===== config.mk =====
export PLATFORM = sky130hd
export DESIGN_NAME = disc_shader
export DESIGN_NICKNAME = d
export VERILOG_FILES = /design/src/design/raster_pkg.sv /design/src/design/disc_shader.sv
export SDC_FILE = /design/constraint.sdc
export NUM_CORES = 1
export LEC_CHECK = 0
export BUFFER_PORTS_ARGS = -buffer_cell sky130_fd_sc_hd__buf_2
export CORE_MARGIN = 1.5
export CORE_UTILIZATION = 60
export CTS_CLUSTER_DIAMETER = 200
export CTS_CLUSTER_SIZE = 28
export DETAILED_ROUTE_END_ITERATION = 6
export PLACE_DENSITY = 0.77
export SETUP_SLACK_MARGIN = 0.3
export SLEW_MARGIN = 20
export SYNTH_ARGS = -nofsm -noshare
export SYNTH_HDL_FRONTEND = slang
export SYNTH_SLANG_ARGS = --single-unit

===== constraint.sdc =====
create_clock -name clk_pixel -period 5.9 [get_ports clk_pixel]
set_input_delay 0.59 -clock clk_pixel [delete_from_list [all_inputs] [get_ports clk_pixel]]
set_output_delay 0.59 -clock clk_pixel [all_outputs]
set_load 0.05 [all_outputs]

===== src/design/raster_pkg.sv =====
package raster_pkg;

  // counter widths
  localparam int hcount_w = 7;
  localparam int vcount_w = 6;

  // horizontal timing in pixels
  // back porch is whatever remains of h_total
  localparam logic [hcount_w-1:0] h_active = 64;
  localparam logic [hcount_w-1:0] h_front = 4;
  localparam logic [hcount_w-1:0] h_sync = 8;
  localparam logic [hcount_w-1:0] h_total = 80;

  // vertical timing in lines
  localparam logic [vcount_w-1:0] v_active = 48;
  localparam logic [vcount_w-1:0] v_front = 2;
  localparam logic [vcount_w-1:0] v_sync = 3;
  localparam logic [vcount_w-1:0] v_total = 56;

  // render region, half-open, inside the active area
  localparam logic [hcount_w-1:0] start_x = 16;
  localparam logic [hcount_w-1:0] end_x = 48;
  localparam logic [vcount_w-1:0] start_y = 8;
  localparam logic [vcount_w-1:0] end_y = 40;
  localparam int region_w = int'(end_x - start_x);
  localparam int region_h = int'(end_y - start_y);
  localparam int fb_depth = region_w * region_h;
  localparam int fb_addr_w = $clog2(fb_depth);

  // one screen position
  typedef struct packed {
    logic [hcount_w-1:0] x;
    logic [vcount_w-1:0] y;
  } coord_t;

  // 4 bits per channel
  typedef struct packed {
    logic [3:0] r;
    logic [3:0] g;
    logic [3:0] b;
  } rgb12_t;

  // shader result, colour plus where it goes
  typedef struct packed {
    coord_t pos;
    rgb12_t color;
  } shaded_t;

  // display control bits, syncs active low
  typedef struct packed {
    logic hsync;
    logic vsync;
    logic active;
    logic in_region;
  } vid_ctrl_t;

  // disc and checkerboard scene
  localparam logic [hcount_w-1:0] disc_cx = 32;
  localparam logic [vcount_w-1:0] disc_cy = 24;
  // radius 12, squared
  localparam logic [15:0] disc_r2 = 144;
  localparam rgb12_t disc_color = 12'hf80;
  localparam rgb12_t check_dark = 12'h222;
  localparam rgb12_t check_light = 12'h555;

  // pipeline latencies in cycles
  localparam int shade_latency = 3;
  localparam int read_latency = 2;

endpackage


===== src/design/disc_shader.sv =====
`timescale 1ns/1ps
`default_nettype none

module disc_shader (
  input  logic                clk_pixel,
  input  logic                rst_n,
  input  raster_pkg::coord_t  pos,
  output raster_pkg::shaded_t pix,
  output logic                valid
);

  // stage 1, signed offsets from the disc centre
  raster_pkg::coord_t s1_pos;
  logic signed [raster_pkg::hcount_w:0] dx;
  logic signed [raster_pkg::vcount_w:0] dy;

  // stage 2, squared distance
  raster_pkg::coord_t s2_pos;
  logic signed [15:0] sq_x;
  logic signed [15:0] sq_y;
  logic [15:0] sum_sq;

  // one bit per stage, fills with ones after reset
  logic [raster_pkg::shade_latency-1:0] vld_sr;

  // squares never go negative
  assign sq_x = dx * dx;
  assign sq_y = dy * dy;

  always_ff @(posedge clk_pixel) begin
    s1_pos <= pos;
    dx <= $signed({1'b0, pos.x}) - $signed({1'b0, raster_pkg::disc_cx});
    dy <= $signed({1'b0, pos.y}) - $signed({1'b0, raster_pkg::disc_cy});

    s2_pos <= s1_pos;
    sum_sq <= sq_x + sq_y;

    // stage 3, pick the colour
    pix.pos <= s2_pos;
    if (sum_sq < raster_pkg::disc_r2) begin
      pix.color <= raster_pkg::disc_color;
    end else if (s2_pos.x[2] != s2_pos.y[2]) begin
      // 4x4 checker cells
      pix.color <= raster_pkg::check_light;
    end else begin
      pix.color <= raster_pkg::check_dark;
    end
  end

  // walker never stalls, so valid just trails reset by the latency
  always_ff @(posedge clk_pixel or negedge rst_n) begin
    if (!rst_n) begin
      vld_sr <= '0;
    end else begin
      vld_sr <= {vld_sr[raster_pkg::shade_latency-2:0], 1'b1};
    end
  end

  assign valid = vld_sr[raster_pkg::shade_latency-1];

endmodule

`default_nettype wire


# Word-level counts from Yosys, hierarchy flattened
# Cells that the tools add are included.
# totals
in_bits,15
elab_cells,21
ff_bits,85
# classes
add_sub_neg,3
eq_ne,1
mux,1
n_mul,2
magnitude_cmp,1
# ops
operator,n
$add A16 B14 Y16,1
$lt A16 B8 Y1 const B,1
$mul A8 B8 Y16,1
$mul A7 B7 Y14,1
$mux W11,1
$sub A7 B6 Y8 const B,1
$sub A6 B5 Y7 const B,1
$ne A1 B1 Y1,1

# Longest topological paths before layout
# depth
depth_word,2
ltp_mapped,19

# Worst setup path after synthesis
# Ideal clock, no wire load.
# synth_path
path_kind,register to register
from,register dx[7] in the netlist's numbering
to,register sum_sq[14]
setup_time_ns,0.122
synth_period_minus_slack_ns,5.497
arrival_ns,5.375
required_ns,5.778
setup_slack_ns,0.403
stages_incl_launch_ff,18
cell_sequence,dfxtp_1 clkbuf_1 and2_1 fa_1 inv_1 fa_1 inv_1 fa_1 fa_1 fa_1 inv_1 fa_1 inv_1 ha_1 or3_1 o22a_1 and3_1 a311o_1
# synth_via
elab_chain_len,2
# synth_lines
element,line_no,text
from (decl),disc_shader.sv:14,logic signed [raster_pkg::hcount_w:0] dx;
from (signal assigned),disc_shader.sv:32,"dx <= $signed({1'b0, pos.x}) - $signed({1'b0, raster_pkg::disc_cx});"
$mul A8 B8 Y16,disc_shader.sv:27,assign sq_x = dx * dx;
$add A16 B14 Y16,disc_shader.sv:36,sum_sq <= sq_x + sq_y;
to (signal assigned),disc_shader.sv:36,
to (decl),disc_shader.sv:21,logic [15:0] sum_sq;
# No other way between the ends.
# A chain may end at the register's enable or synchronous reset.

# Worst setup path after layout
# layout_path
from,register dx[1] in the netlist's numbering
to,register sum_sq[15]
# The elaborated chain is that of the path after synthesis.

==> flow_metrics.tcl <==
set metrics [dict create \
    ys_seq_area_share_pct 24.3 \
    viasPerCell 5.00 \
    drv_cap 0 \
    syn_nets 687 \
    first_global_vias 3839 \
    drv_slew 0 \
    grtUsageTotal_pct 23.3 \
    worstPathRequired_ns 6.16 \
    wl_per_cell_um 14.4 \
    synth_area_mm2 0.00549 \
    ios 41 \
    gp_congestion 0.889 \
    wl_mm 9.82 \
    nFillCells 669 \
    min_period_over_period_pct 92.4 \
    clockBufferDepth 2 \
    reg2reg_depth 17 \
    grt_antenna_before_repair 0 \
    dp_cells 663 \
    ys_ff_latch 66 \
    fmax_mhz 183 \
    grt_max_degree 16 \
    cts.sinks 66 \
    cp-start-kind "flop" \
    die_x_um 98.7 \
    clk_latency_ns 0.36 \
    rsz0062_at_grt "no" \
    core-area_mm2 0.00881 \
    setup_ws_ns 0.446 \
    critPathKind "flop to flop" \
    ys_types 34 \
    syn_inst 523 \
    place_ws_ns 0.189 \
    cts_tree "yes" \
    ys.warnings.count 0 \
    crit_path_end_kind "flop" \
    drc 2 \
    nNetsFinal 734 \
    num_vias 3415 \
    clk_pin_slew_worst_paths_ns 0.07 \
    overflow 0 \
    drt_iter0_drc 129 \
    dieArea_mm2 0.00974 \
    synth-edff-count 0 \
    instances_no_fill 683 \
    synth_ff_type "dfxtp_1" \
    finClkSkew_ns 0.00656 \
    critPathArrivalTime_ns 5.72 \
    portBuffers 39 \
    cts_hold_buf 0 \
    rows 34 \
    syn_to_final_growth_pct 10.6 \
    grt_pass1_wl_mm 17.2 \
    violations "design-rule violations" \
    fp.dieH_um 98.7 \
    final_common_cell "inv_1" \
    syn_avg_cell_area_um2 10.5 \
    cts_root_buffer "clkbuf_8" \
    fin_crit_ns 5.45 \
    hold_violations 0 \
    drive_above_1_share_pct 15.5 \
    fin_setup_tns_ns 0 \
    whs_ns 0.0190 \
    critPathMaxFanout 4 \
    cts.htree.levels 3 \
    drtAntennaViolNets 0 \
    hp-class "input port to asynchronous set/reset pin" \
    status "complete, but fails checks" \
    ys_async_sr_fraction_pct 4.55 \
    dr.pass1.iters 7 \
    setup_violations 0 \
    antenna_cells 0 \
    dp_hpwl_mm 7.88 \
    start_util_pct 62.4 \
    mostFrequentLayoutCells "inv_1, fa_1, dfxtp_1" \
    tritoncts.num_buffers 9 \
]
path summary, 6_finish.rpt:
path,from,endpoint,slack (ns)
max,dx[1],sum_sq[15],0.45
min,rst_n,vld_sr[0],0.02
max reg2reg,dx[1],sum_sq[15],0.45
min reg2reg,s1_pos[5],s2_pos[5],0.32
max in group asynchronous,rst_n,vld_sr[1],5.77
min in group clk_pixel,s1_pos[5],s2_pos[5],0.32
logic make-up after synthesis:
kind of cell | after synthesis | share of synthesized area, %
muxes | 1 | 0.182
and+or+nand+nor | 90 | 8.31
other | 2 | 0.137
adders and majority gates | 149 | 47.7
xor gates and xnor gates | 28 | 4.46
AOI/OAI and AO/OA | 31 | 3.69
buffers and inverters | 156 | 11.1
DFF | 66 | 24.3
cells in the mapped netlist, types with 2 or more instances:
| cell | n | area share (%) |
|---|---|---|
| fa_1 | 101 | 37 |
| o31ai_1 | 2 | 0.27 |
| a211oi_1 | 3 | 0.41 |
| xor2_1 | 8 | 1.3 |
| and3_1 | 3 | 0.34 |
| xnor2_1 | 20 | 3.2 |
| inv_1 | 144 | 9.8 |
| nor2_1 | 9 | 0.61 |
| nand2_1 | 35 | 2.4 |
| or2_2 | 2 | 0.23 |
| o21bai_1 | 2 | 0.27 |
| buf_4 | 7 | 0.96 |
| conb_1 | 2 | 0.14 |
| nor4_1 | 2 | 0.23 |
| nor2b_1 | 6 | 0.68 |
| a21oi_1 | 9 | 0.82 |
| a21o_1 | 6 | 0.82 |
| and2_1 | 20 | 2.3 |
| clkbuf_1 | 5 | 0.34 |
| o21ai_0 | 4 | 0.36 |
| dfxtp_1 | 63 | 23 |
| dfrtp_1 | 3 | 1.4 |
| nand3_1 | 2 | 0.18 |
| ha_1 | 48 | 11 |
| nand2b_1 | 8 | 0.91 |
final cells by class:
type / count / area (um^2) / area share (%)
multi-input cells: 301 / 3580 / 58.9
flip-flops and latches: 66 / 1360 / 22.4
inverters: 144 / 541 / 8.89
repair buffers: 48 / 263 / 4.32
well taps: 108 / 135 / 2.22
clock buffers: 9 / 124 / 2.04
clock inverters: 7 / 77.6 / 1.28
flip-flops by register name, summed over array words and instances (netlist names):
register  cells
pix          18
s2_pos       13
sum_sq       12
dx            8
dy            7
s1_pos        5
vld_sr        3
stage by stage:
step / utilization, % / area [um^2]
2_1_floorplan: - / 5490
3_5_place_dp: 65.7 / 5790
6_report: 69.0 / 6080
5_1_grt: 69.0 / 6080
4_1_cts: 68.1 / 6000
3_3_place_gp: 65.7 / 5790
critical path, stage by stage (launching register included):
cell	delay, ns
dfxtp_1	0.38
and2_1	0.24
fa_1	0.51
inv_1	0.06
fa_1	0.53
inv_1	0.05
fa_1	0.54
fa_1	0.45
fa_1	0.55
inv_1	0.06
fa_1	0.53
inv_1	0.04
ha_1	0.35
o21ai_0	0.31
o21bai_2	0.14
a211oi_2	0.30
o31ai_1	0.13
xnor2_1	0.21
layer usage:
layer | GRT usage [%] | routed length (um) | vias to the layer above | part of all wire (%)
li1 | - | - | 1614 | -
met1 | 25.3 | 3730 | 1701 | 38
met2 | 42.5 | 5310 | 67 | 54
met3 | 5.32 | 366 | 33 | 3.7
met4 | 11.8 | 412 | 0 | 4.2
met5 | 0 | 0 | - | 0
timing repair:
action                                  in CTS  in global routing
gates resized for setup                      4                 24
buffers inserted                             0                  4
endpoints found under the setup margin       3                  5
pin swaps                                    0                  2
Power is left out: the tool's default activity adds up to more than one toggle a clock period on the data nets, which glitch-free logic cannot reach.
