## src/design/raster_pkg.sv

```systemverilog
package raster_pkg;

  // counter widths
  localparam int hcount_w = 7;
  localparam int vcount_w = 6;

  // horizontal timing in pixels
  // back porch is whatever remains of h_total
  localparam logic [hcount_w-1:0] h_active = 64;
  localparam logic [hcount_w-1:0] h_front = 4;
  localparam logic [hcount_w-1:0] h_sync = 8;
  localparam logic [hcount_w-1:0] h_total = 80;

  // vertical timing in lines
  localparam logic [vcount_w-1:0] v_active = 48;
  localparam logic [vcount_w-1:0] v_front = 2;
  localparam logic [vcount_w-1:0] v_sync = 3;
  localparam logic [vcount_w-1:0] v_total = 56;

  // render region, half-open, inside the active area
  localparam logic [hcount_w-1:0] start_x = 16;
  localparam logic [hcount_w-1:0] end_x = 48;
  localparam logic [vcount_w-1:0] start_y = 8;
  localparam logic [vcount_w-1:0] end_y = 40;
  localparam int region_w = int'(end_x - start_x);
  localparam int region_h = int'(end_y - start_y);
  localparam int fb_depth = region_w * region_h;
  localparam int fb_addr_w = $clog2(fb_depth);

  // one screen position
  typedef struct packed {
    logic [hcount_w-1:0] x;
    logic [vcount_w-1:0] y;
  } coord_t;

  // 4 bits per channel
  typedef struct packed {
    logic [3:0] r;
    logic [3:0] g;
    logic [3:0] b;
  } rgb12_t;

  // shader result, colour plus where it goes
  typedef struct packed {
    coord_t pos;
    rgb12_t color;
  } shaded_t;

  // display control bits, syncs active low
  typedef struct packed {
    logic hsync;
    logic vsync;
    logic active;
    logic in_region;
  } vid_ctrl_t;

  // disc and checkerboard scene
  localparam logic [hcount_w-1:0] disc_cx = 32;
  localparam logic [vcount_w-1:0] disc_cy = 24;
  // radius 12, squared
  localparam logic [15:0] disc_r2 = 144;
  localparam rgb12_t disc_color = 12'hf80;
  localparam rgb12_t check_dark = 12'h222;
  localparam rgb12_t check_light = 12'h555;

  // pipeline latencies in cycles
  localparam int shade_latency = 3;
  localparam int read_latency = 2;

endpackage

```

## src/design/region_scan.sv

```systemverilog
`timescale 1ns/1ps
`default_nettype none

module region_scan (
  input  logic               clk_pixel,
  input  logic               rst_n,
  output raster_pkg::coord_t pos
);

  logic [raster_pkg::hcount_w-1:0] x;
  logic [raster_pkg::vcount_w-1:0] y;

  // raster walk over the region, one pixel per cycle
  always_ff @(posedge clk_pixel or negedge rst_n) begin
    if (!rst_n) begin
      x <= raster_pkg::start_x;
      y <= raster_pkg::start_y;
    end else if (x == raster_pkg::end_x - 1'b1) begin
      // end of a region row
      x <= raster_pkg::start_x;
      if (y == raster_pkg::end_y - 1'b1) begin
        // whole pass done, back to the start corner
        y <= raster_pkg::start_y;
      end else begin
        y <= y + 1'b1;
      end
    end else begin
      x <= x + 1'b1;
    end
  end

  assign pos.x = x;
  assign pos.y = y;

  // shader and buffer addressing rely on this
  a_in_region: assert property (@(posedge clk_pixel) disable iff (!rst_n)
    pos.x >= raster_pkg::start_x && pos.x < raster_pkg::end_x &&
    pos.y >= raster_pkg::start_y && pos.y < raster_pkg::end_y)
    else $error("scan left the render region");

endmodule

`default_nettype wire

```

## config.mk

```make
export PLATFORM = sky130hd
export DESIGN_NAME = region_scan
export DESIGN_NICKNAME = d
export VERILOG_FILES = /design/src/design/raster_pkg.sv /design/src/design/region_scan.sv
export SDC_FILE = /design/constraint.sdc
export NUM_CORES = 1
export LEC_CHECK = 0
export BUFFER_PORTS_ARGS = -buffer_cell sky130_fd_sc_hd__buf_2
export CELL_PAD_IN_SITES_DETAIL_PLACEMENT = 0
export CELL_PAD_IN_SITES_GLOBAL_PLACEMENT = 1
export CORE_AREA = 3 3 45 47
export CTS_BUF_LIST = sky130_fd_sc_hd__clkbuf_16
export DETAILED_ROUTE_END_ITERATION = 7
export DIE_AREA = 0 0 48 50
export GPL_ROUTABILITY_DRIVEN = 0
export PLACE_DENSITY_LB_ADDON = 0.3
export SKIP_LAST_GASP = 1
export SLEW_MARGIN = 5
export SYNTH_ARGS = -nofsm -noshare
export SYNTH_HDL_FRONTEND = slang
export SYNTH_SLANG_ARGS = --single-unit
```

## constraint.sdc

```tcl
create_clock -name clk_pixel -period 2.2 [get_ports clk_pixel]
set_input_delay 0.22 -clock clk_pixel [delete_from_list [all_inputs] [get_ports clk_pixel]]
set_output_delay 0.22 -clock clk_pixel [all_outputs]
set_load 0.05 [all_outputs]
```

# Yosys cells after proc, flatten, opt, wreduce, memory -nomap -nowiden
# Index checks and enable logic that the tools add are counted.
dict set report totals {
  n_memories 0
  latchBits 0
  input_bits 2
  mem_bits_ro 0
  mem_bits_rw 0
  reg_bits 13
  output_inout_bits 13
  wordCells 8
}
dict set report op_classes {
  n_bitwise 0
  shift 0
  n_eq_ne 2
  add_sub_neg 2
  n_mul 0
  n_reduce_logical 0
  mux 2
  order_cmp 0
  div_mod_pow 0
}
# cell n
set ops {}
lappend ops {{$add A7 B1 Y7 const B} 1}
lappend ops {{$eq A7 B6 Y1 const B} 1}
lappend ops {{$mux W7} 1}
lappend ops {{$add A6 B1 Y6 const B} 1}
lappend ops {{$eq A6 B6 Y1 const B} 1}
lappend ops {{$mux W6} 1}

# Longest topological paths before layout
dict set report depth {
  word_depth 2
  mapped_depth 4
  mapped_depth_nobuf 4
}

# Worst setup path before layout
# No wires, ideal clock.
dict set report synth_path {
  path_kind {register to register}
  startpoint {register x[0] (netlist bit)}
  endpoint {register y[3] (netlist bit)}
  stages_incl_launch_ff 5
  t_required_ns 2.121
  synth_period_minus_slack_ns 1.927
  slack_ns 0.273
  t_arrival_ns 1.848
  n_path_buf 0
  setup_ns 0.079
  path_cell_list {dfrtp_1 ha_1 nand4_2 or4_1 a22o_1}
}
dict set report synth_between {
  elab_chain_len 1
}
# element line
set synth_lines {}
lappend synth_lines {{start, declared} region_scan.sv:10} ;# logic [raster_pkg::hcount_w-1:0] x;
lappend synth_lines {{start signal, assigned} region_scan.sv:16} ;# x <= raster_pkg::start_x;
lappend synth_lines {{start signal, assigned} region_scan.sv:20} ;# x <= raster_pkg::start_x;
lappend synth_lines {{start signal, assigned} region_scan.sv:28} ;# x <= x + 1'b1;
lappend synth_lines {{$eq A7 B6 Y1} region_scan.sv:18} ;# end else if (x == raster_pkg::end_x - 1'b1) begin
lappend synth_lines {{end signal, assigned} region_scan.sv:17} ;# y <= raster_pkg::start_y;
lappend synth_lines {{end signal, assigned} region_scan.sv:23} ;# y <= raster_pkg::start_y;
lappend synth_lines {{end signal, assigned} region_scan.sv:25} ;# y <= y + 1'b1;
lappend synth_lines {{end, declared} region_scan.sv:11} ;# logic [raster_pkg::vcount_w-1:0] y;
# Every way passes these cells.
# A chain may end at the register's enable or synchronous reset.

# Worst setup path in the final report
# Same ends and word-level chain as after synthesis.

==> results by group <==
Synthesis
  – Main synth FF type: sky130_fd_sc_hd__dfrtp_1
  – Post-Syn Nets: 61
  – Number of enable-type register cells in the synthesized netlist: 0
  – Synthesis-stage register bit count: 13
  – Distinct cell type count after synthesis: 30
  – Sequential cell area fraction in the yosys report: 51.0%
  – Number of warnings printed during yosys synthesis: 0
  – Average cell area after synthesis: 11.3 um2
  – Post-synthesis cell count: 57
  – Post-synthesis async set-or-reset flop share: 100%
  – Netlist area before placement: 643 um2

Placement
  – Input/output buffers: 14
  – Post-detailed-placement cell area: 734 um2
  – Placed wire-length estimate after detailed placement: 952 um
  – Placed cells: 88

Power
  – Max VDD drop: 0.463 mV
  – Power density normalized to cell area: 705 mW/mm2
  – Leakage power total: 0.382 nW

Timing
  – Unrepaired setup endpoints after global routing: false
  – Number of hold violations in the final report: 0
  – Slew of the pin with the lowest slew margin: 338 ps
  – Crit share post-route: 74.1%
  – Setup TNS Final: 0 ps
  – Hold_ws: 398 ps
  – Final Setup Violations: 0
  – Relative slew margins: 77.2%
  – Final Max Tran Viols: 0
  – Max Fclk: 614 MHz
  – Final worst clock skew: 3.06 ps
  – Minimum clock period after layout: 1630 ps

Layout
  – Fraction of final layout cells with drive strength greater than 1: 34.2%
  – Final core utilization: 48.7%
  – Number of nets at the end of the flow: 81
  – Register cell area after layout: 328 um2
  – Fillcell total: 158
  – Antenna Diode Count: 0
  – Non-Filler Cell Area, Final: 823 um2
  – Area of the multi-input gates: 304 um2
  – Growth of design area from synthesis to finish: 28.0%
  – Non-filler instance count after layout: 93

Clock tree
  – Maximum number of buffers from clock root to sink: 2
  – Clock transition at the registers of the reported paths: 40 ps
  – Quantity of gates resized following cts: 0
  – TritonCTS Buffers: 3
  – Clock latency of the later-clocked register in the worst-skew pair: 240 ps
  – Post-CTS setup-driven buffer insertion count: 0
  – # H-tree levels: 1
  – Clock sink count: 13
  – Clk Tree Root Cell: sky130_fd_sc_hd__clkbuf_16
  – CTS tree: built

Worst setup path
  – Critical path data arrival time: 1800 ps
  – Required time of the critical path: 2370 ps
  – Cell depth of the worst flop-to-flop path: 4
  – Reg2reg end: y[3]$_DFFE_PN1N_
  – Launch instance of the worst register-to-register path: x[0]$_DFF_PN0_
  – Critical path launch point type: flip-flop
  – Maximum fanout count along the critical path: 5
  – Critical path endpoint category: flip-flop
  – Worst R2R Setup Slack: 570 ps
  – Crit path kind: flip-flop to flip-flop

Floorplan
  – Area of the placeable core: 0.00169 mm2
  – Horizontal extent of the die: 48 um
  – Initial core utilization: 38.1%
  – Count of standard-cell rows: 15
  – Vertical extent of the die: 50 um
  – I/O pins: 15
  – Total die area: 0.00240 mm2

Global routing
  – Global-route usage over all layers: 13.6%
  – Total overflow reported by the global router: 0
  – Initial antenna violation count: 0
  – Vias in the first global route: 486
  – Pin count of the biggest net entering global routing: 14
  – Wire length of the first global-routing pass: 2.24 mm

Drt
  – Number of search-and-repair iterations in the first detailed-routing pass: 4
  – Residual DRC count: 0
  – Number of vias per cell after detailed routing: 5.52
  – Via total after detailed routing: 513
  – Drt total wl: 1.29 mm
  – Final ANT Viol Nets: 0
  – Initial DRC count: 14
  – Routed length per instance: 13.9 um

Min path
  – Class of the most critical hold timing path: primary input to async pin

Outcome
  – Outcome: complete, no violations

Job
  – Reported max-cap violation count: 0
layout make-up:
cell class,count,share of cell area (%)
flip-flops and latches,13,39.8
well taps,17,2.58
clock buffers,3,9.12
repair buffers,16,10.6
inverters,1,0.456
clock inverters,1,0.456
multi-input cells,42,36.9
what timing repair did:
action / in CTS / in global routing
hold buffers: 1 / 0
endpoints found under the setup margin: 0 / 0
endpoints found under the hold margin: 11 / 0
registers in the layout (all words and copies together), names as in the netlist:
name,flops
x,7
y,6
where the power goes:
part	switching, mW	internal, mW
clock network	0.0944	0.239
logic	0.00468	0.00180
registers	0	0.240
worst max-delay path by stage:
stage	startpoint	endpoint	slack, ps
global route	x[0]$_DFF_PN0_	y[3]$_DFFE_PN1N_	440
floorplan	x[0]$_DFF_PN0_	y[3]$_DFFE_PN1N_	270
CTS	x[0]$_DFF_PN0_	y[3]$_DFFE_PN1N_	560
global placement	x[0]$_DFF_PN0_	y[3]$_DFFE_PN1N_	610
finish	x[0]$_DFF_PN0_	y[3]$_DFFE_PN1N_	570
detailed placement	x[0]$_DFF_PN0_	y[3]$_DFFE_PN1N_	570
metal layers:
metal,vias up,share of wire (%),track usage [%]
met5,-,0,0
met4,0,1.3,6.73
met3,2,6.6,5.47
met2,20,48,18.9
met1,237,44,17.8
li1,254,-,-
layout by cell type (no fill, tap or decap):
master and n:
sky130_fd_sc_hd__nand3b_1 1, sky130_fd_sc_hd__or3b_2 1, sky130_fd_sc_hd__a41oi_1 1, sky130_fd_sc_hd__dfstp_2 2, sky130_fd_sc_hd__o311ai_0 1, sky130_fd_sc_hd__xnor2_1 3, sky130_fd_sc_hd__nor4_1 2, sky130_fd_sc_hd__nand4_2 1
sky130_fd_sc_hd__dlygate4sd3_1 1, sky130_fd_sc_hd__a31o_2 1, sky130_fd_sc_hd__a21oi_1 1, sky130_fd_sc_hd__xor2_1 3, sky130_fd_sc_hd__nor2_1 3, sky130_fd_sc_hd__and4_2 1, sky130_fd_sc_hd__nor3_1 2, sky130_fd_sc_hd__dfrtp_1 11
sky130_fd_sc_hd__buf_4 1, sky130_fd_sc_hd__nand3_1 5, sky130_fd_sc_hd__nand2_1 4, sky130_fd_sc_hd__o21ai_0 1, sky130_fd_sc_hd__or3_1 1, sky130_fd_sc_hd__a22o_1 1, sky130_fd_sc_hd__o31ai_1 1, sky130_fd_sc_hd__ha_1 2
sky130_fd_sc_hd__nor3_2 1, sky130_fd_sc_hd__nor4bb_1 1, sky130_fd_sc_hd__clkbuf_16 3, sky130_fd_sc_hd__mux2i_1 1, sky130_fd_sc_hd__or4_1 1, sky130_fd_sc_hd__mux2_2 1, sky130_fd_sc_hd__a31oi_1 1, sky130_fd_sc_hd__buf_2 14
sky130_fd_sc_hd__inv_1 2
synthesized netlist by cell type, types with 2 or more instances:
| cell | n | area (um2) |
|---|---|---|
| sky130_fd_sc_hd__dfrtp_1 | 11 | 275 |
| sky130_fd_sc_hd__dfstp_2 | 2 | 52.6 |
| sky130_fd_sc_hd__ha_1 | 2 | 25.0 |
| sky130_fd_sc_hd__nand2_1 | 4 | 15.0 |
| sky130_fd_sc_hd__nand3_1 | 5 | 25.0 |
| sky130_fd_sc_hd__nor2_1 | 3 | 11.3 |
| sky130_fd_sc_hd__nor3_1 | 2 | 10.0 |
| sky130_fd_sc_hd__nor4_1 | 2 | 12.5 |
| sky130_fd_sc_hd__xnor2_1 | 3 | 26.3 |
| sky130_fd_sc_hd__xor2_1 | 3 | 26.3 |
worst max-delay path, stage by stage, from the launching register on:
cell                      delay (ps)
sky130_fd_sc_hd__dfrtp_1         400
sky130_fd_sc_hd__ha_1            250
sky130_fd_sc_hd__nand4_2         180
sky130_fd_sc_hd__or4_1           490
sky130_fd_sc_hd__a22o_1          240
per-stage QoR:
step                      power, mW  setup slack, ps
after global routing          0.606              444
after CTS                     0.588              564
after floorplan               0.244              273
after detailed placement      0.249              569
final                         0.580              570
after global placement        0.249              612
cell families after synthesis:
logic type	synth area share, %
buf+inv	1.75
simple gates	22.8
fa+ha+maj	3.89
xor+xnor	8.17
mux	3.31
flops	51.0
compound gates	9.14
Note: power is estimated with default switching activity, not from simulation.
