--- config.mk ---
export PLATFORM = sky130hd
export DESIGN_NAME = video_timing
export DESIGN_NICKNAME = d
export VERILOG_FILES = /design/src/design/raster_pkg.sv /design/src/design/video_timing.sv
export SDC_FILE = /design/constraint.sdc
export NUM_CORES = 1
export LEC_CHECK = 0
export BUFFER_PORTS_ARGS = -buffer_cell sky130_fd_sc_hd__buf_2
export CAP_MARGIN = 10
export CORE_MARGIN = 2
export CORE_UTILIZATION = 25
export CTS_BUF_LIST = sky130_fd_sc_hd__clkbuf_4
export DETAILED_ROUTE_END_ITERATION = 10
export GPL_ROUTABILITY_DRIVEN = 0
export SYNTH_ARGS = -nofsm -noshare
export SYNTH_HDL_FRONTEND = slang
export SYNTH_SLANG_ARGS = --single-unit
export TNS_END_PERCENT = 30
--- constraint.sdc ---
create_clock -name clk_pixel -period 2.54 [get_ports clk_pixel]
set_clock_uncertainty 0.05 [all_clocks]
set_input_delay 0.254 -clock clk_pixel [delete_from_list [all_inputs] [get_ports clk_pixel]]
set_output_delay 0.254 -clock clk_pixel [all_outputs]
set_load 0.01 [all_outputs]
--- src/design/raster_pkg.sv ---
package raster_pkg;

  // counter widths
  localparam int hcount_w = 7;
  localparam int vcount_w = 6;

  // horizontal timing in pixels
  // back porch is whatever remains of h_total
  localparam logic [hcount_w-1:0] h_active = 64;
  localparam logic [hcount_w-1:0] h_front = 4;
  localparam logic [hcount_w-1:0] h_sync = 8;
  localparam logic [hcount_w-1:0] h_total = 80;

  // vertical timing in lines
  localparam logic [vcount_w-1:0] v_active = 48;
  localparam logic [vcount_w-1:0] v_front = 2;
  localparam logic [vcount_w-1:0] v_sync = 3;
  localparam logic [vcount_w-1:0] v_total = 56;

  // render region, half-open, inside the active area
  localparam logic [hcount_w-1:0] start_x = 16;
  localparam logic [hcount_w-1:0] end_x = 48;
  localparam logic [vcount_w-1:0] start_y = 8;
  localparam logic [vcount_w-1:0] end_y = 40;
  localparam int region_w = int'(end_x - start_x);
  localparam int region_h = int'(end_y - start_y);
  localparam int fb_depth = region_w * region_h;
  localparam int fb_addr_w = $clog2(fb_depth);

  // one screen position
  typedef struct packed {
    logic [hcount_w-1:0] x;
    logic [vcount_w-1:0] y;
  } coord_t;

  // 4 bits per channel
  typedef struct packed {
    logic [3:0] r;
    logic [3:0] g;
    logic [3:0] b;
  } rgb12_t;

  // shader result, colour plus where it goes
  typedef struct packed {
    coord_t pos;
    rgb12_t color;
  } shaded_t;

  // display control bits, syncs active low
  typedef struct packed {
    logic hsync;
    logic vsync;
    logic active;
    logic in_region;
  } vid_ctrl_t;

  // disc and checkerboard scene
  localparam logic [hcount_w-1:0] disc_cx = 32;
  localparam logic [vcount_w-1:0] disc_cy = 24;
  // radius 12, squared
  localparam logic [15:0] disc_r2 = 144;
  localparam rgb12_t disc_color = 12'hf80;
  localparam rgb12_t check_dark = 12'h222;
  localparam rgb12_t check_light = 12'h555;

  // pipeline latencies in cycles
  localparam int shade_latency = 3;
  localparam int read_latency = 2;

endpackage

--- src/design/video_timing.sv ---
`timescale 1ns/1ps
`default_nettype none

module video_timing (
  input  logic                  clk_pixel,
  input  logic                  rst_n,
  output raster_pkg::coord_t    pos,
  output raster_pkg::vid_ctrl_t ctrl,
  output logic                  new_frame
);

  logic [raster_pkg::hcount_w-1:0] hcount;
  logic [raster_pkg::vcount_w-1:0] vcount;
  logic line_end;
  logic frame_end;

  // last pixel of a line and last line of a frame
  assign line_end = hcount == raster_pkg::h_total - 1'b1;
  assign frame_end = vcount == raster_pkg::v_total - 1'b1;

  // nested counters with vcount stepping once per line
  always_ff @(posedge clk_pixel or negedge rst_n) begin
    if (!rst_n) begin
      hcount <= '0;
      vcount <= '0;
    end else if (line_end) begin
      hcount <= '0;
      vcount <= frame_end ? '0 : vcount + 1'b1;
    end else begin
      hcount <= hcount + 1'b1;
    end
  end

  assign pos.x = hcount;
  assign pos.y = vcount;

  // sync pulses start right after the front porch
  assign ctrl.hsync = !(hcount >= raster_pkg::h_active + raster_pkg::h_front &&
                        hcount < raster_pkg::h_active + raster_pkg::h_front +
                                 raster_pkg::h_sync);
  assign ctrl.vsync = !(vcount >= raster_pkg::v_active + raster_pkg::v_front &&
                        vcount < raster_pkg::v_active + raster_pkg::v_front +
                                 raster_pkg::v_sync);

  // visible area
  assign ctrl.active = hcount < raster_pkg::h_active && vcount < raster_pkg::v_active;

  // inside the rendered rectangle
  assign ctrl.in_region = hcount >= raster_pkg::start_x && hcount < raster_pkg::end_x &&
                          vcount >= raster_pkg::start_y && vcount < raster_pkg::end_y;

  // single pulse at the top left corner
  assign new_frame = hcount == '0 && vcount == '0;

  // line counter must wrap before h_total
  a_hcount_range: assert property (@(posedge clk_pixel) disable iff (!rst_n)
    hcount < raster_pkg::h_total)
    else $error("hcount out of range");

endmodule

`default_nettype wire

* Word-level counts from Yosys, hierarchy flattened
Index checks and enable logic that the tools add are counted.
Storage, ports and cells: word-level logic and storage cells 29, flip-flop bits (word level) 13, bits of input ports 2, output and inout bits 18
Operators by class: reduce and logical (&&, ||, !) cells 11, equality and inequality tests 2, muxes and demuxes 2, order comparisons 10, $add $sub $neg 2
Operators with widths (count):
- 6-bit < comparator, second input constant | 3
- 7-bit < comparator, second input constant | 2
- 7-bit by 1-bit adder with 7-bit output, second input constant | 1
- 7-bit equality test, second input constant | 1
- 7-bit by 5-bit >= comparator with 1-bit output, second input constant | 1
- 7-bit >= comparator, second input constant | 1
- 1-bit logical AND | 7
- 7-bit zero test | 1
- 7-bit by 6-bit < comparator with 1-bit output, second input constant | 1
- 7-bit 2-to-1 mux | 1
- 6-bit by 1-bit adder with 6-bit output, second input constant | 1
- 6-bit equality test, second input constant | 1
- 6-bit by 4-bit >= comparator with 1-bit output, second input constant | 1
- 6-bit >= comparator, second input constant | 1
- 6-bit zero test | 1
- 6-bit 2-to-1 mux | 1
- 1-bit zero test | 2

* Logic depth before layout (Yosys ltp)
Gate-level depths: netlist (run 1).
depth in word-level cells 4, depth in mapped cells 5, gate-level depth less buffers 5

* Worst setup path after synthesis (run 1)
No wires, ideal clock.
kind register to output, start point register hcount[0] (netlist bit), end point output new_frame, path buffers 0, required time 2.236 ns, arrival time 1.422 ns, slack 0.814 ns, cell stages (with the launch flop) 6, path through dfrtp_1 -> inv_1 -> ha_1 -> nor4b_1 -> nand3_1 -> nor4b_1
On the way: cells in the longest elaborated chain, start to end 2
Ends and longest elaborated chain:
- start, declared | line video_timing.sv:12 | logic [raster_pkg::hcount_w-1:0] hcount;
- start signal, assigned | line video_timing.sv:30 | hcount <= hcount + 1'b1;
- 7-bit zero test | line video_timing.sv:53 | assign new_frame = hcount == '0 && vcount == '0;
- 1-bit logical AND | line video_timing.sv:53
- end, declared | line video_timing.sv:9 | output logic new_frame
Every way passes these cells.

* Worst setup path in the final report (run 1)
Ends and elaborated chain as after synthesis.

==> flow_summary.toml, run 1 <==
[yosys]
synth_mux_area_frac = 0.0120
syn_area_sq_um = 833
synth-seq-area-share = 0.390
synth_compound_area_frac = 0.140
ys_ff_latch = 13
yosysMostFrequentCell = "dfrtp_1"
synth.area.top_cells = "dfrtp_1 (39%), ha_1 (9.0%), xor2_1 (5.3%), nand3_1 (4.8%), o41ai_2 (3.9%)"
synth_edf_count = 0
yosys.area_share.simple = 0.227
synth_area_per_cell_sq_um = 9.36
yosys_most_used_dff = "dfrtp_1"
synthAdderAreaFrac = 0.0901
synthArstFlopShare = 1.00
synth_top_family_by_area = "simple AND/OR/NAND/NOR gates"
synthCells = 89
synth_top_area_cell = "dfrtp_1"
synth_top_area_share = 0.390
synth.distinct_cells = 30
synth-xor-area-share = 0.0736
yosysWarnings = 0
synth_common_cells = "dfrtp_1 (13), inv_1 (8), nand3_1 (8)"
syn_nets = 97

[clocking]
cts_setup_buffers = 0
clk_latency_ns = 0.27
cts_sinks = 13
clk_path_buf_depth = 2
cts_tree = "yes"
cts_root_buf = "clkbuf_4"
clk_pin_slew_ns = 0.08
cts-htree-levels = 1
cts_buffers = 3

[setup_path]
cp_cell_sequence = "inv_1 > ha_1 > nor4b_1 > nand3_1 > nor4b_1 > buf_2"
critPathArrivalTime_ns = 1.73
cp_slowest_cell = "dfrtp_1"
cp-end-kind = "primary output"
r2r-end = "vcount[4]"
critPathMaxFanout = 6
cp-start-kind = "flop"
required_ns = 2.24
reg2reg_depth = 4
r2r_slack_ns = 0.86
slowest_delay_ns = 0.44
crit_path_frequent_cell = "nor4b_1"
rr_startpoint = "hcount[0]"
crit_type = "reg -> out"

[global_route]
overflow = 0
grt_pass1_vias = 642
antenna_found_initial = 0
grtUsageTotal = 0.108
grt_pass1_wl_microns = 3010
grt_max_degree = 14

[pwr]
peakVddDrop_v = 0.000194
p_leak_nw = 0.432
power_density_mw_per_mm2 = 352

[placed_design]
portBuffers = 19
dp.final_hpwl_microns = 1400
pre_cts_slack_ns = 0.801

[timing]
hold_ws_ns = 0.349
relSlewSlack = 0.770
fin_crit_ns = 2.04
final.setup.worst_slack_ns = 0.505
hold_viol = 0
setup_tns_ns = 0
tightest_slew_ns = 0.343
rsz0062_at_grt = "no"
setup_violations = 0
drv_slew = 0
max_freq_mhz = 491
fin_crit_sh = 0.801

[die]
die_width_microns = 61.7
fp.dieH_microns = 61.7
io_pins = 20
core_sq_mm = 0.00310
initial_utilization = 0.269
rows = 20
dieArea_sq_mm = 0.00381

[finish]
drive_above_1_share = 0.259
antenna_cells = 0
fin_nets = 117
area_growth_pct = 19.7
fill_cells = 335

[flow_run]
maxCapViolCount = 0

[drt]
via_count = 710
routed_wl_microns = 1880
drcViolationCount = 0
drtAntennaViolNets = 0
drt-vias-per-instance = 4.67
wire_per_inst_microns = 12.4
initialDrtViolationCount = 27
dr.pass1.iters = 3

[worst_hold_path]
hold_path.class = "in -> async"

[run_status]
status = "complete, no violations"
## per-stage QoR
step                instance area [sq um]  total power [mW]  instances  utilization
floorplan                             833             0.211         89            -
global placement                      957             0.216        147        0.308
detailed placement                    957             0.216        147        0.308
CTS                                   997             0.354        152        0.321
global route                          997             0.366        152        0.321
finish                                997             0.351        152        0.321
## cell families (layout without fill, tap and decap cells)
| kind of cell | Yosys count | count (layout) |
|---|---|---|
| muxes | 1 | 1 |
| DFF | 13 | 13 |
| buffers and inverters | 13 | 32 |
| xor gates and xnor gates | 7 | 7 |
| AOI/OAI and AO/OA | 16 | 16 |
| and+or+nand+nor | 33 | 33 |
| adders and majority gates | 6 | 6 |
## timing repair
item / in CTS / in global routing
hold buffers: 1 / 0
resized for setup: 0 / 0
endpoints found under the hold margin: 13 / 0
## layer usage
metal | global-route usage | part of all wire | vias up
met5 | 0 | 0 | -
met4 | 0.0274 | 0.010 | 0
met3 | 0.0311 | 0.038 | 2
met2 | 0.171 | 0.45 | 14
met1 | 0.146 | 0.50 | 344
li1 | - | - | 350
## sequential cells by signal (all words and copies together), names as in the netlist
name / count
hcount: 7
vcount: 6
## power breakdown
group          switching [mW]  internal (mW)  leakage [nW]
Clock                  0.0672         0.0716        0.0184
Sequential                  0          0.207         0.167
Combinational         0.00416        0.00157         0.247
Total                  0.0713          0.280         0.432
## how the worst max path moves through the flow
| stage | from | endpoint | slack [ns] | cells after the start |
|---|---|---|---|---|
| global route | hcount[0] | new_frame | 0.25 | 6 |
| finish | hcount[0] | new_frame | 0.50 | 6 |
| CTS | hcount[0] | new_frame | 0.49 | 6 |
| floorplan | hcount[0] | new_frame | 0.81 | 5 |
| global placement | hcount[0] | new_frame | 0.88 | 6 |
| detailed placement | hcount[0] | new_frame | 0.80 | 6 |
## worst max-delay path: cells and delay by family (launching register included)
kind / cells / cell delay (ns)
simple gates: 3 / 0.62
flops: 1 / 0.44
fa+ha+maj: 1 / 0.14
buf+inv: 2 / 0.26
## placed cells by master, fill, tap and decap left out, drive strengths merged, types with 2 or more instances in the layout
| cell type | netlist | routed |
|---|---|---|
| a21oi | 2 | 2 |
| buf | 4 | 19 |
| clkbuf | 1 | 4 |
| dfrtp | 13 | 13 |
| ha | 6 | 6 |
| inv | 8 | 8 |
| nand2 | 4 | 4 |
| nand3 | 8 | 8 |
| nor2 | 7 | 7 |
| nor3 | 4 | 4 |
| nor4b | 2 | 2 |
| o21ai | 8 | 8 |
| o41ai | 3 | 3 |
| or2b | 2 | 2 |
| xnor2 | 2 | 2 |
| xor2 | 5 | 5 |
## cell type report
class / instances / area, sq um / area share
inverters: 8 / 30.0 / 0.0301
flip-flops and latches: 13 / 325 / 0.326
multi-input cells: 63 / 452 / 0.453
well taps: 44 / 55.1 / 0.0552
clock buffers: 4 / 30.0 / 0.0301
repair buffers: 20 / 105 / 0.105
(Power assumes the default switching activity.)
==> inputs of run 2 (changes only) <==
clock period = 2 ns   (was 2.54 ns; I/O delays follow)
==> run 2 against run 1 <==
  * Non-clock buffer count increased by 2
  * Flip-flop and latch count did not move
  * Die area unchanged
  * Final cell count rose by 1.3%
  * Global-route usage up 0.85 points
  * Sequential share of layout area fell by 0.88 points
  * Register-to-register slack worse by 0.60 ns
  * Critical path depth unchanged
  * Worst hold slack worse by 0.066 ns
  * First-iteration DRC count decreased by 37%
  * Critical path type unchanged
  * Largest cell class unchanged
==> flow_summary.toml, run 2 (same netlist as run 1, synthesis figures left out) <==
[clocking]
cts_root_buf = "clkbuf_4"
clk_pin_slew_ns = 0.08
cts_tree = "yes"
cts_buffers = 3
clk_path_buf_depth = 2
cts-htree-levels = 1
cts_sinks = 13
clk_latency_ns = 0.28

[global_route]
grt_max_degree = 14
grt_pass1_wl_microns = 3240
grtUsageTotal = 0.117
grt_pass1_vias = 659
overflow = 0
antenna_found_initial = 0

[drt]
wire_per_inst_microns = 12.3
drcViolationCount = 0
via_count = 719
dr.pass1.iters = 4
initialDrtViolationCount = 17
drt-vias-per-instance = 4.67
drtAntennaViolNets = 0
routed_wl_microns = 1900

[timing]
relSlewSlack = 0.761
setup_violations = 0
tightest_slew_ns = 0.357
max_freq_mhz = 532
final.setup.worst_slack_ns = 0.120
fin_crit_sh = 0.940
drv_slew = 0
fin_crit_ns = 1.88
hold_viol = 0

[die]
io_pins = 20
die_width_microns = 61.7
core_sq_mm = 0.00310
dieArea_sq_mm = 0.00381
rows = 20
fp.dieH_microns = 61.7
initial_utilization = 0.269

[finish]
antenna_cells = 0
drive_above_1_share = 0.291
fin_cells = 154
final_common_cell = "buf_2"
fin_nets = 119
largest_reg_flops = 7
final_cell_mix = "buf_2 (19), dfrtp_1 (13), inv_1 (8), nand3_1 (8), nor2_1 (7)"
reg.largest.list = "hcount (7), vcount (6)"
area_growth_pct = 23.0
regMostFlops = "hcount"
final_util = 0.330

[placed_design]
dp.final_hpwl_microns = 1390
portBuffers = 19
pre_cts_slack_ns = 0.310
placed_cells = 147

[flow_run]
maxCapViolCount = 0

[pwr]
power_density_mw_per_mm2 = 437
power_uw = 448
p_leak_nw = 0.448
peakVddDrop_v = 0.000246

[setup_path]
cp-end-kind = "primary output"
crit_path_frequent_cell = "nor4b_2"
cp_slowest_cell = "dfrtp_1"
required_ns = 1.75
crit_type = "reg -> out"
slowest_delay_ns = 0.43
critPathMaxFanout = 4
cp-start-kind = "flop"
cp_cell_sequence = "inv_1 > ha_1 > nor4b_2 > nand3_1 > nor4b_2 > buf_2"
critPathArrivalTime_ns = 1.63

[worst_hold_path]
hold_path.class = "in -> async"

[run_status]
status = "complete, no violations"
==> run 2: changes by cell type in the layout (fill, tap and decap cells not counted), sizes merged <==
cell,delta
buf,+2
==> run 2: repair_timing <==
item,4_1_cts,5_1_grt
gates resized for setup,1,1
hold buffers,1,0
setup buffers,0,2
setup endpoints to repair,1,1
hold endpoints to repair,13,0
==> run 2: area by class of cell <==
type | count | area (sq um)
fillers | 339 | 2080
multi-input cells | 63 | 464
flip-flops and latches | 13 | 325
repair buffers | 22 | 120
well taps | 44 | 55.1
clock buffers | 4 | 30.0
inverters | 8 | 30.0
==> run 2: where the power goes <==
group / internal, mW / total [mW] / switching, mW
clock: 0.0910 / 0.178 / 0.0871
sequential: 0.263 / 0.263 / 0
combinational: 0.00199 / 0.00713 / 0.00514
==> run 2: final timing paths <==
path | from | endpoint | slack, ns | cells after the start
max in group asynchronous | rst_n | vcount[2] | 1.39 | 2
min in group clk_pixel | vcount[0] | vcount[0] | 0.51 | 1
hold reg to reg | vcount[0] | vcount[0] | 0.51 | 1
setup / recovery | hcount[0] | new_frame | 0.12 | 6
hold / removal | rst_n | vcount[0] | 0.28 | 2
setup reg to reg | hcount[1] | vcount[4] | 0.26 | 5
==> run 2: through the flow <==
stage | hold slack (ns) | instance area, sq um | setup TNS [ns]
4_1_cts | 0.284 | 1000 | 0
2_1_floorplan | -0.146 | 833 | 0
3_5_place_dp | 0.0586 | 957 | 0
5_1_grt | 0.299 | 1020 | -0.0294
3_3_place_gp | 0.0544 | 957 | 0
6_report | 0.283 | 1020 | 0
==> run 2: layer usage <==
layer  vias to the layer above  global-route usage  part of all wire
met1                       342               0.165              0.49
met5                         -                   0                 0
met3                         7              0.0393             0.046
li1                        351                   -                 -
met4                         0              0.0426             0.019
met2                        19               0.165              0.45
==> run 2: worst max-delay path, delay by kind of cell, from the launching register on <==
| family | cells | cell delay, ns |
|---|---|---|
| fa+ha+maj | 1 | 0.14 |
| buf+inv | 2 | 0.24 |
| flops | 1 | 0.43 |
| simple gates | 3 | 0.55 |
